## src/hdl/mem_port_switch_settings.svh

```systemverilog
//====================================================================
// Width and count settings for the memory port switch.
// Included by the package and by any module that sizes adapter arrays.
// Change a width here and the package types follow it.
//====================================================================

`ifndef MEM_PORT_SWITCH_SETTINGS_SVH
`define MEM_PORT_SWITCH_SETTINGS_SVH

// Request address width in bits
`define MPS_ADDR_W 32

// Response data width in bits
// Echo target returns the address as data, so keep this equal to the address width
`define MPS_DATA_W 32

// Transaction ID width, carried unchanged from request to response
`define MPS_ID_W 4

// Performance counter width
// Shared by the request, response, outstanding and latency sum counters
`define MPS_CNT_W 32

// External adapter ports
// Index 0 is AXI4, 1 is CHI, 2 is TileLink
// Echo target is internal and has no port
`define MPS_NUM_ADAPTERS 3

`endif

```

## src/hdl/mem_port_switch_pkg.sv

```systemverilog
//====================================================================
// Shared types for the memory port switch and its testbench.
// Vector widths come from the settings header.
// Import with a wildcard in the module header.
//====================================================================

`include "mem_port_switch_settings.svh"

package mem_port_switch_pkg;

    // Request address
    typedef logic [`MPS_ADDR_W-1:0] addr_t;

    // Response data
    typedef logic [`MPS_DATA_W-1:0] data_t;

    // Transaction ID
    typedef logic [`MPS_ID_W-1:0] txn_id_t;

    // Performance counter value
    typedef logic [`MPS_CNT_W-1:0] cnt_t;

    // Configuration and status word
    // Config layout: [1:0] target, [2] enable, [3] debug, [15:8] protocol config
    typedef logic [31:0] cfg_word_t;

    // Downstream target select, encoded as cfg bits 1:0
    // Adapter targets double as adapter port index
    typedef enum logic [1:0] {
        TARGET_AXI4     = 2'd0,
        TARGET_CHI      = 2'd1,
        TARGET_TILELINK = 2'd2,
        TARGET_ECHO     = 2'd3
    } target_e;

endpackage

```

## src/hdl/mem_req_stage.sv

```systemverilog
//====================================================================
// Configuration decode and single-entry request holding stage.
// Registers target and enable from the config word, accepts one
// request per cycle upstream and holds it until the router drains it.
//====================================================================

module mem_req_stage
    import mem_port_switch_pkg::*;
(
    input  logic      clk_i,
    input  logic      rst_ni,

    // Configuration word, sampled every cycle
    input  cfg_word_t cfg_i,

    // Upstream request
    input  logic      req_valid_i,
    output logic      req_ready_o,
    input  addr_t     req_addr_i,
    input  txn_id_t   req_id_i,

    // Held request towards the router
    input  logic      stage_drain_i,
    output logic      stage_valid_o,
    output addr_t     stage_addr_o,
    output txn_id_t   stage_id_o,

    // Registered configuration
    output target_e   sel_target_o,
    output logic      sw_enable_o
);

    //====================================================================
    // Configuration registers
    //====================================================================

    target_e target_q;
    logic    enable_q;

    // Target and enable take effect one cycle after cfg_i changes
    // Reset selects AXI4 with the switch disabled
    always_ff @(posedge clk_i or negedge rst_ni) begin
        if (!rst_ni) begin
            target_q <= TARGET_AXI4;
            enable_q <= 1'b0;
        end else begin
            target_q <= target_e'(cfg_i[1:0]);
            enable_q <= cfg_i[2];
        end
    end

    //====================================================================
    // Request holding stage
    //====================================================================

    logic    valid_q;
    addr_t   addr_q;
    txn_id_t id_q;
    logic    accept;

    // Room when empty or when the held request leaves this edge
    assign req_ready_o = enable_q & (~valid_q | stage_drain_i);
    assign accept      = req_valid_i & req_ready_o;

    // Occupancy flag
    // Load wins over drain so back-to-back requests keep the stage full
    always_ff @(posedge clk_i or negedge rst_ni) begin
        if (!rst_ni) begin
            valid_q <= 1'b0;
        end else if (accept) begin
            valid_q <= 1'b1;
        end else if (stage_drain_i) begin
            valid_q <= 1'b0;
        end
    end

    // Payload only loads on an upstream transfer
    always_ff @(posedge clk_i) begin
        if (accept) begin
            addr_q <= req_addr_i;
            id_q   <= req_id_i;
        end
    end

    assign stage_valid_o = valid_q;
    assign stage_addr_o  = addr_q;
    assign stage_id_o    = id_q;
    assign sel_target_o  = target_q;
    assign sw_enable_o   = enable_q;

endmodule

```

## src/hdl/mem_rsp_router.sv

```systemverilog
//====================================================================
// Request steering and response return for the memory port switch.
// Sends the held request to the selected adapter, or answers it
// directly for the echo target. Purely combinational.
//====================================================================

`include "mem_port_switch_settings.svh"

module mem_rsp_router
    import mem_port_switch_pkg::*;
(
    // Selection and held request
    input  target_e                      sel_target_i,
    input  logic                         stage_valid_i,
    input  addr_t                        stage_addr_i,
    input  txn_id_t                      stage_id_i,
    output logic                         stage_drain_o,

    // Adapter request side
    output logic [`MPS_NUM_ADAPTERS-1:0] adp_req_valid_o,
    input  logic [`MPS_NUM_ADAPTERS-1:0] adp_req_ready_i,
    output addr_t                        adp_req_addr_o,
    output txn_id_t                      adp_req_id_o,

    // Adapter response side
    input  logic [`MPS_NUM_ADAPTERS-1:0] adp_rsp_valid_i,
    output logic [`MPS_NUM_ADAPTERS-1:0] adp_rsp_ready_o,
    input  data_t                        adp_rsp_data_i [`MPS_NUM_ADAPTERS],
    input  txn_id_t                      adp_rsp_id_i [`MPS_NUM_ADAPTERS],
    input  logic [`MPS_NUM_ADAPTERS-1:0] adp_rsp_error_i,

    // Upstream response
    output logic                         rsp_valid_o,
    input  logic                         rsp_ready_i,
    output data_t                        rsp_data_o,
    output txn_id_t                      rsp_id_o,
    output logic                         rsp_error_o
);

    //====================================================================
    // Request steering
    //====================================================================

    // Address and ID are shared, only valid is steered
    assign adp_req_addr_o = stage_addr_i;
    assign adp_req_id_o   = stage_id_i;

    always_comb begin
        adp_req_valid_o = '0;
        stage_drain_o   = 1'b0;
        for (int i = 0; i < `MPS_NUM_ADAPTERS; i++) begin
            if (sel_target_i == target_e'(i)) begin
                adp_req_valid_o[i] = stage_valid_i;
                stage_drain_o      = stage_valid_i & adp_req_ready_i[i];
            end
        end
        // Echo request leaves when its response is taken upstream
        if (sel_target_i == TARGET_ECHO) begin
            stage_drain_o = stage_valid_i & rsp_ready_i;
        end
    end

    //====================================================================
    // Response return
    //====================================================================

    always_comb begin
        rsp_valid_o     = 1'b0;
        rsp_data_o      = '0;
        rsp_id_o        = '0;
        rsp_error_o     = 1'b0;
        adp_rsp_ready_o = '0;
        if (sel_target_i == TARGET_ECHO) begin
            // Echo answers from the stage, data is the address
            rsp_valid_o = stage_valid_i;
            rsp_data_o  = data_t'(stage_addr_i);
            rsp_id_o    = stage_id_i;
        end else begin
            for (int i = 0; i < `MPS_NUM_ADAPTERS; i++) begin
                if (sel_target_i == target_e'(i)) begin
                    rsp_valid_o        = adp_rsp_valid_i[i];
                    rsp_data_o         = adp_rsp_data_i[i];
                    rsp_id_o           = adp_rsp_id_i[i];
                    rsp_error_o        = adp_rsp_error_i[i];
                    // Only the selected adapter sees upstream ready
                    adp_rsp_ready_o[i] = rsp_ready_i;
                end
            end
        end
    end

endmodule

```

## src/hdl/mem_perf_monitor.sv

```systemverilog
//====================================================================
// Performance monitor for the memory port switch.
// Counts upstream request and response transfers, accumulates latency
// and reports the average and a status word built from the config.
//====================================================================

module mem_perf_monitor
    import mem_port_switch_pkg::*;
(
    input  logic      clk_i,
    input  logic      rst_ni,

    // Observed configuration
    input  cfg_word_t cfg_i,
    input  logic      sw_enable_i,

    // Observed upstream handshakes
    input  logic      req_valid_i,
    input  logic      req_ready_i,
    input  logic      rsp_valid_i,
    input  logic      rsp_ready_i,

    // Results
    output cnt_t      txn_count_o,
    output cnt_t      rsp_count_o,
    output cnt_t      latency_avg_o,
    output cfg_word_t status_o
);

    //====================================================================
    // Counters
    //====================================================================

    logic req_hs;
    logic rsp_hs;
    cnt_t txn_q;
    cnt_t rsp_q;
    cnt_t outst_q;
    cnt_t lat_sum_q;

    assign req_hs = req_valid_i & req_ready_i;
    assign rsp_hs = rsp_valid_i & rsp_ready_i;

    // Latency sum grows by the requests outstanding before each edge
    // A request accepted at edge a and answered at edge r adds r - a
    always_ff @(posedge clk_i or negedge rst_ni) begin
        if (!rst_ni) begin
            txn_q     <= '0;
            rsp_q     <= '0;
            outst_q   <= '0;
            lat_sum_q <= '0;
        end else begin
            if (req_hs) begin
                txn_q <= txn_q + cnt_t'(1);
            end
            if (rsp_hs) begin
                rsp_q <= rsp_q + cnt_t'(1);
            end
            outst_q   <= outst_q + cnt_t'(req_hs) - cnt_t'(rsp_hs);
            lat_sum_q <= lat_sum_q + outst_q;
        end
    end

    //====================================================================
    // Average and status
    //====================================================================

    // Floor of sum over completed responses
    // Zero until the first response completes
    always_comb begin
        if (rsp_q == '0) begin
            latency_avg_o = '0;
        end else begin
            latency_avg_o = lat_sum_q / rsp_q;
        end
    end

    assign txn_count_o = txn_q;
    assign rsp_count_o = rsp_q;

    // Debug and protocol config are only reflected here
    assign status_o = {
        8'h00,          // reserved
        txn_q[23:16],
        sw_enable_i,
        cfg_i[3],       // debug
        2'b00,          // reserved
        txn_q[11:8],
        cfg_i[15:10],   // upper protocol config
        cfg_i[1:0]      // requested target
    };

endmodule

```

## src/hdl/mem_port_switch.sv

```systemverilog
//====================================================================
// Memory request switch, top level.
// Routes one valid/ready request/response port to the AXI4, CHI or
// TileLink adapter port, or to the internal echo responder, as the
// config word selects. Change the config only with nothing in flight.
//====================================================================

`include "mem_port_switch_settings.svh"

module mem_port_switch
    import mem_port_switch_pkg::*;
(
    input  logic                         clk_i,
    input  logic                         rst_ni,

    // Target [1:0], enable [2], debug [3], protocol config [15:8]
    input  cfg_word_t                    cfg_i,

    // Upstream request
    input  logic                         req_valid_i,
    output logic                         req_ready_o,
    input  addr_t                        req_addr_i,
    input  txn_id_t                      req_id_i,

    // Upstream response
    output logic                         rsp_valid_o,
    input  logic                         rsp_ready_i,
    output data_t                        rsp_data_o,
    output txn_id_t                      rsp_id_o,
    output logic                         rsp_error_o,

    // Adapter requests, index 0 AXI4, 1 CHI, 2 TileLink
    output logic [`MPS_NUM_ADAPTERS-1:0] adp_req_valid_o,
    input  logic [`MPS_NUM_ADAPTERS-1:0] adp_req_ready_i,
    output addr_t                        adp_req_addr_o,
    output txn_id_t                      adp_req_id_o,

    // Adapter responses
    input  logic [`MPS_NUM_ADAPTERS-1:0] adp_rsp_valid_i,
    output logic [`MPS_NUM_ADAPTERS-1:0] adp_rsp_ready_o,
    input  data_t                        adp_rsp_data_i [`MPS_NUM_ADAPTERS],
    input  txn_id_t                      adp_rsp_id_i [`MPS_NUM_ADAPTERS],
    input  logic [`MPS_NUM_ADAPTERS-1:0] adp_rsp_error_i,

    // Performance monitor
    output cnt_t                         txn_count_o,
    output cnt_t                         rsp_count_o,
    output cnt_t                         latency_avg_o,
    output cfg_word_t                    status_o
);

    // Stage to router
    logic    stage_valid;
    addr_t   stage_addr;
    txn_id_t stage_id;
    target_e sel_target;
    logic    sw_enable;
    // Router back to stage
    logic    stage_drain;

    //====================================================================
    // Config decode and request stage
    //====================================================================

    mem_req_stage i_req_stage (
        .clk_i         (clk_i),
        .rst_ni        (rst_ni),
        .cfg_i         (cfg_i),
        .req_valid_i   (req_valid_i),
        .req_ready_o   (req_ready_o),
        .req_addr_i    (req_addr_i),
        .req_id_i      (req_id_i),
        .stage_drain_i (stage_drain),
        .stage_valid_o (stage_valid),
        .stage_addr_o  (stage_addr),
        .stage_id_o    (stage_id),
        .sel_target_o  (sel_target),
        .sw_enable_o   (sw_enable)
    );

    //====================================================================
    // Steering and response return
    //====================================================================

    mem_rsp_router i_rsp_router (
        .sel_target_i    (sel_target),
        .stage_valid_i   (stage_valid),
        .stage_addr_i    (stage_addr),
        .stage_id_i      (stage_id),
        .stage_drain_o   (stage_drain),
        .adp_req_valid_o (adp_req_valid_o),
        .adp_req_ready_i (adp_req_ready_i),
        .adp_req_addr_o  (adp_req_addr_o),
        .adp_req_id_o    (adp_req_id_o),
        .adp_rsp_valid_i (adp_rsp_valid_i),
        .adp_rsp_ready_o (adp_rsp_ready_o),
        .adp_rsp_data_i  (adp_rsp_data_i),
        .adp_rsp_id_i    (adp_rsp_id_i),
        .adp_rsp_error_i (adp_rsp_error_i),
        .rsp_valid_o     (rsp_valid_o),
        .rsp_ready_i     (rsp_ready_i),
        .rsp_data_o      (rsp_data_o),
        .rsp_id_o        (rsp_id_o),
        .rsp_error_o     (rsp_error_o)
    );

    //====================================================================
    // Monitor, watches the upstream handshakes
    //====================================================================

    mem_perf_monitor i_perf_monitor (
        .clk_i         (clk_i),
        .rst_ni        (rst_ni),
        .cfg_i         (cfg_i),
        .sw_enable_i   (sw_enable),
        .req_valid_i   (req_valid_i),
        .req_ready_i   (req_ready_o),
        .rsp_valid_i   (rsp_valid_o),
        .rsp_ready_i   (rsp_ready_i),
        .txn_count_o   (txn_count_o),
        .rsp_count_o   (rsp_count_o),
        .latency_avg_o (latency_avg_o),
        .status_o      (status_o)
    );

endmodule

```

## config.mk

```make
export PLATFORM = sky130hd
export DESIGN_NAME = mem_port_switch
export DESIGN_NICKNAME = d
export VERILOG_FILES = /design/src/hdl/mem_port_switch_pkg.sv /design/src/hdl/mem_req_stage.sv /design/src/hdl/mem_rsp_router.sv /design/src/hdl/mem_perf_monitor.sv /design/src/hdl/mem_port_switch.sv
export VERILOG_INCLUDE_DIRS = /design/src /design/src/hdl
export SDC_FILE = /design/constraint.sdc
export NUM_CORES = 2
export LEC_CHECK = 0
export BUFFER_PORTS_ARGS = -buffer_cell sky130_fd_sc_hd__clkbuf_2
export CORE_ASPECT_RATIO = 0.75
export CORE_MARGIN = 1.5
export CORE_UTILIZATION = 35
export CTS_BUF_LIST = sky130_fd_sc_hd__clkbuf_8
export DETAILED_ROUTE_END_ITERATION = 10
export RECOVER_POWER = 50
export SETUP_SLACK_MARGIN = 0.02
export SLEW_MARGIN = 25
export SYNTH_ARGS = -nofsm -noshare
export SYNTH_HDL_FRONTEND = slang
export SYNTH_SLANG_ARGS = --single-unit
```

## constraint.sdc

```tcl
create_clock -name clk_i -period 130.2 [get_ports clk_i]
set_clock_uncertainty 0.15 [all_clocks]
set_input_delay 6.51 -clock clk_i [delete_from_list [all_inputs] [get_ports clk_i]]
set_output_delay 6.51 -clock clk_i [all_outputs]
set_load 0.005 [all_outputs]
```

# [Word-level counts from Yosys, hierarchy flattened]
# Cells that the tools add are included.
[op_classes] reduce_logical=3 addsub=5 bitwise_logic=9 div=1 n_eq_ne=3 n_mux=30
[op_table] op="two-way mux 32 bit" n=5
[op_table] op="adder 32 x 1 -> 32 bit, second input constant" n=2
[op_table] op="adder 32 x 1 -> 32 bit" n=1
[op_table] op="adder 32 bit" n=1
[op_table] op="divider 32 x 32 -> 32 bit" n=1
[op_table] op="zero test 32 bit" n=1
[op_table] op="subtractor 32 x 1 -> 32 bit" n=1
[op_table] op="two-way mux 1 bit" n=20
[op_table] op="two-way mux 4 bit" n=4
[op_table] op="bitwise AND 1 bit" n=7
[op_table] op="equality test 2 bit, second input constant" n=2
[op_table] op="two-way mux 3 bit" n=1
[op_table] op="equality test 2 x 1 -> 1 bit, second input constant" n=1
[op_table] op="zero test 2 bit" n=1
[op_table] op="nonzero test 2 bit" n=1
[op_table] op="NOT 1 bit" n=1
[op_table] op="OR 1 bit" n=1
[totals] elab_cells=60 register_bits=168 inputBits=189

# [Depth between registers and ports, before layout]
[logic_depth] depth_word=10 depth_mapped=361 ltp_nobuf=322

# [Cells and area by module]
# Synthesis repeated with hierarchy kept, for this count alone.
[unflattened] hier_cells=5252 area_unflattened_um2=39421.6
[by_module_without_submodules] mod="mem_perf_monitor" cells_per_inst=5113 area_per_inst_um2=36882.9 n_inst=1 seq_area_each_um2=3203.1
[by_module_without_submodules] mod="mem_rsp_router" cells_per_inst=94 area_per_inst_um2=1313.8 n_inst=1 seq_area_each_um2=0.0
[by_module_without_submodules] mod="mem_req_stage" cells_per_inst=45 area_per_inst_um2=1224.9 n_inst=1 seq_area_each_um2=1181.1

# [Least setup slack after synthesis]
# Ideal clock, no wire load.
[synth_timing] path_type="register -> output" start="register i_perf_monitor.rsp_q[23] (netlist: i_perf_monitor.rsp_count_o[23])" end="output port latency_avg_o[0]" arrival_ns=71.290 stages_incl_launch_ff=327 required_time_ns=123.540 n_path_buf=47 path_slack_ns=52.250 cell_sequence="dfrtp_1 -> buf_2 -> or3_4 -> nand3b_1 -> buf_4 -> nor4_2 -> a41oi_1 -> a41oi_1 -> ha_1 -> o21a_1 -> nor2_1 -> nor2_1 -> mux2_2 -> ha_1 -> or4b_2 -> o2111ai_1 -> o21ai_0 -> ha_1 -> [... 291 more ...] -> clkbuf_1 -> clkbuf_1 -> o21ai_0 -> ha_1 -> a21o_1 -> a21o_1 -> a21o_1 -> a21o_1 -> a21o_1 -> a21oi_1 -> nor2b_1 -> o21ai_0 -> a21oi_1 -> o21ai_0 -> a221o_1 -> a311oi_1 -> o31ai_1 -> a21oi_1"
[synth_via] elab_chain_len=2 elab_cells_between_ends=3 classes_between="1 x div; 1 x mux; 1 x reduce/logical"
[synth_lines] element="start, declared" line="mem_perf_monitor.sv:37" text="cnt_t rsp_q;"
[synth_lines] element="start signal, assigned" line="mem_perf_monitor.sv:57" text="rsp_q <= rsp_q + cnt_t'(1);"
[synth_lines] element="divider 32 x 32 -> 32 bit / zero test 32 bit (equally long branches)" line="mem_perf_monitor.sv:74, mem_perf_monitor.sv:71"
[synth_lines] element="two-way mux 32 bit *" line="mem_perf_monitor.sv:71" text="if (rsp_q == '0) begin"
[synth_lines] element="end, declared" line="mem_port_switch.sv:48" text="output cnt_t latency_avg_o,"
# Every way passes the cells marked *; elsewhere a longest branch is shown, timed or not.

# [Worst setup path in the final report]
[layout_timing] start="register i_perf_monitor.rsp_q[4] (netlist: i_perf_monitor.rsp_count_o[4])" end="output port latency_avg_o[0]"
# Same word-level chain as after synthesis.

==> impl_metrics.ini <==
[clock_tree]
clk_pin_slew_ns = 0.13
clk_latency_ns = 0.58
numCtsBuffers = 17
cts_tree = yes
ctsResizeCount = 0
holdBufCountCts = 0
clockBufferDepth = 2
ctsRootBufferMaster = clkbuf_8
postCtsSetupRepairBufs = 0
clkSinkCount = 168
htreeDepth = 4

[detailed_routing]
vias_per_cell = 5.83
ant_nets = 0
vias = 39369
drt_wl_total_mm = 141
first_pass_iters = 9
drc = 5
wl_per_cell_um = 20.9
first_iter_violations = 3605

[critical_path]
cp-end-kind = output port
critPathLaunch = i_perf_monitor.rsp_count_o[4]
worst_path_most_repeated_cell = ha_1
cp.required_ns = 123.54
arrival_ns = 89.83
max_stage_delay_ns = 0.89
r2r_start = i_req_stage.sel_target_o[0]
critical_path.slowest_cell = a2111oi_1
worstSetupPathType = reg2out
r2r_cells = 25
crit_path_start_kind = flop
cp_max_fo = 36

[die]
die_height_um = 288
die_w_um = 383
pin_count = 398
start_util = 0.353
core_um2 = 107000
die_area_um2 = 111000
row_count = 104

[synthesis]
synth-xor-area-share = 0.104
synth_fa_ha_area_frac = 0.197
syn_area_um2 = 38000
yosys_warnings = 0
synth_simple_gate_area_frac = 0.223
synth-seq-cells = 168
synth-compound-area-share = 0.269
synth_cell_types = 110
ys.flop_type = dfrtp_1
synthArstFlopShare = 0.786
avgSynthCellArea_um2 = 7.53
synth.area.mux_share = 0.0465
synthCells = 5044
synth_edf_count = 36
yosysSeqAreaShare = 0.115
synth_top_family_by_area = compound AO/OA/AOI/OAI gates

[cells_and_area]
areaGrowthSynthToFinish_pct = 9.71
drive_gt1_frac = 0.119
multi_input_area_um2 = 32000
regArea_um2 = 4390
nets = 6092
fillers = 11365

[timing]
hold_violations = 0
worst_slew_pin_slew_ns = 4.62
max-slew-margin-rel = -2.08
final-max-slew-violation-count = 135
period_needed_ns = 96.49
setup_viol = 0
rsz0062_at_grt = false
fmax_mhz = 10.4
final.setup.tns_ns = 0
final.period_utilization = 0.741

[placed_design]
numPortBuffers = 351
hpwl_mm = 115
globalplace.congestion = 0.952

[global_routing]
antenna_found_initial = 6
grt_usage = 0.249
grt_max_degree = 76
gr-total-overflow = 0
grt_pass1_vias = 35963
grt_pass1_wl_mm = 215

[run_status]
status = finished with violations
violations = design-rule violations, max-capacitance violations, max-slew violations

[min_path]
hold_path_depth = 1
hold_class = reg2reg
worstHoldStart = i_perf_monitor.txn_count_o[31]

[run]
cap_violations = 2
-- sequential cells by signal, indices dropped and copies added (netlist names) --
signal and count:
i_req_stage.stage_id_o 4, i_req_stage.sel_target_o 2, i_perf_monitor.txn_count_o 32, i_req_stage.stage_addr_o 32, i_perf_monitor.lat_sum_q 32, i_req_stage.stage_valid_o 1, i_perf_monitor.outst_q 32, i_req_stage.sw_enable_o 1
i_perf_monitor.rsp_count_o 32
-- Yosys cell counts, drive strengths merged, types with 70 or more instances --
cell | n | area share
ha | 595 | 0.20
nor2 | 504 | 0.050
nand2 | 449 | 0.044
a21oi | 401 | 0.053
xnor2 | 294 | 0.068
o21ai | 286 | 0.038
inv | 220 | 0.022
nor3 | 170 | 0.023
a21o | 162 | 0.032
xor2 | 159 | 0.037
o21a | 143 | 0.028
nand3 | 137 | 0.018
dfrtp | 132 | 0.087
clkbuf | 111 | 0.011
a31oi | 83 | 0.014
buf | 73 | 0.011
or3 | 71 | 0.012
nor2b | 70 | 0.012
-- cell type report --
type	instances	area share
clock buffers	17	0.00562
inverters	222	0.0200
diodes	3	0.000180
repair buffers	418	0.0531
well taps	1431	0.0430
flip-flops and latches	168	0.105
clock inverters	15	0.00420
multi-input cells	4479	0.769
-- routing by layer --
| metal | part of all wire | global-route usage | up-vias |
|---|---|---|---|
| met4 | 0.033 | 0.0795 | 4 |
| met5 | 0.00019 | 0 | - |
| met2 | 0.41 | 0.372 | 1524 |
| met3 | 0.081 | 0.0348 | 153 |
| met1 | 0.47 | 0.365 | 18478 |
| li1 | - | - | 19210 |
-- worst max-delay path: cells and delay by family (launching register included) --
| kind | cells | cell delay, ns |
|---|---|---|
| adders and majority gates | 31 | 9.40 |
| and+or+nand+nor | 88 | 23.28 |
| AOI/OAI and AO/OA | 167 | 49.24 |
| buffers and inverters | 20 | 5.12 |
| muxes | 4 | 1.53 |
| DFF | 1 | 0.45 |
-- layout by cell type (no fill, tap or decap), types with 46 or more instances in the layout --
cell type	n
a21o_1	162
a21oi_1	394
a31oi_1	81
and2_1	46
and3_1	47
buf_4	66
clkbuf_2	317
dfrtp_1	130
ha_1	595
inv_1	213
mux2_2	50
nand2_1	449
nand2b_1	66
nand3_1	137
nand4_1	46
nor2_1	502
nor2b_1	69
nor3_1	162
o211ai_1	55
o21a_1	142
o21ai_0	231
o21ai_1	49
or3_1	70
xnor2_1	294
xor2_1	159
-- kinds of logic (layout without fill, tap and decap cells) --
family / Yosys count / after routing
other: 1 / 13
AOI/OAI and AO/OA: 1537 / 1537
muxes: 122 / 122
buffers and inverters: 406 / 672
xor gates and xnor gates: 453 / 453
DFF: 168 / 168
adders and majority gates: 597 / 597
and+or+nand+nor: 1760 / 1760
-- path summary, 6_finish.rpt --
| kind | end | slack (ns) |
|---|---|---|
| worst min-delay path | i_perf_monitor.txn_count_o[31] | 0.33 |
| worst max register to register | i_perf_monitor.outst_q[30] | 123.50 |
| min in group asynchronous | i_perf_monitor.txn_count_o[31] | 7.36 |
| worst max-delay path | latency_avg_o[0] | 33.71 |
| worst min register to register | i_perf_monitor.txn_count_o[31] | 0.33 |
| max in group asynchronous | i_perf_monitor.outst_q[22] | 117.72 |
-- per-stage QoR --
stage	hold WS [ns]	util	cells	area, um^2	setup WS [ns]
2_1_floorplan	0.318	-	5053	38000	52.25
4_1_cts	0.333	0.388	6750	41700	34.95
5_1_grt	0.368	0.388	6753	41700	27.40
3_5_place_dp	0.316	0.384	6718	41300	36.00
6_report	0.327	0.388	6753	41700	33.71
3_3_place_gp	0.309	0.384	6718	41300	36.38
Power is not shown: default switching activity piles up to over one toggle a cycle in this logic, so the estimate is an artifact.
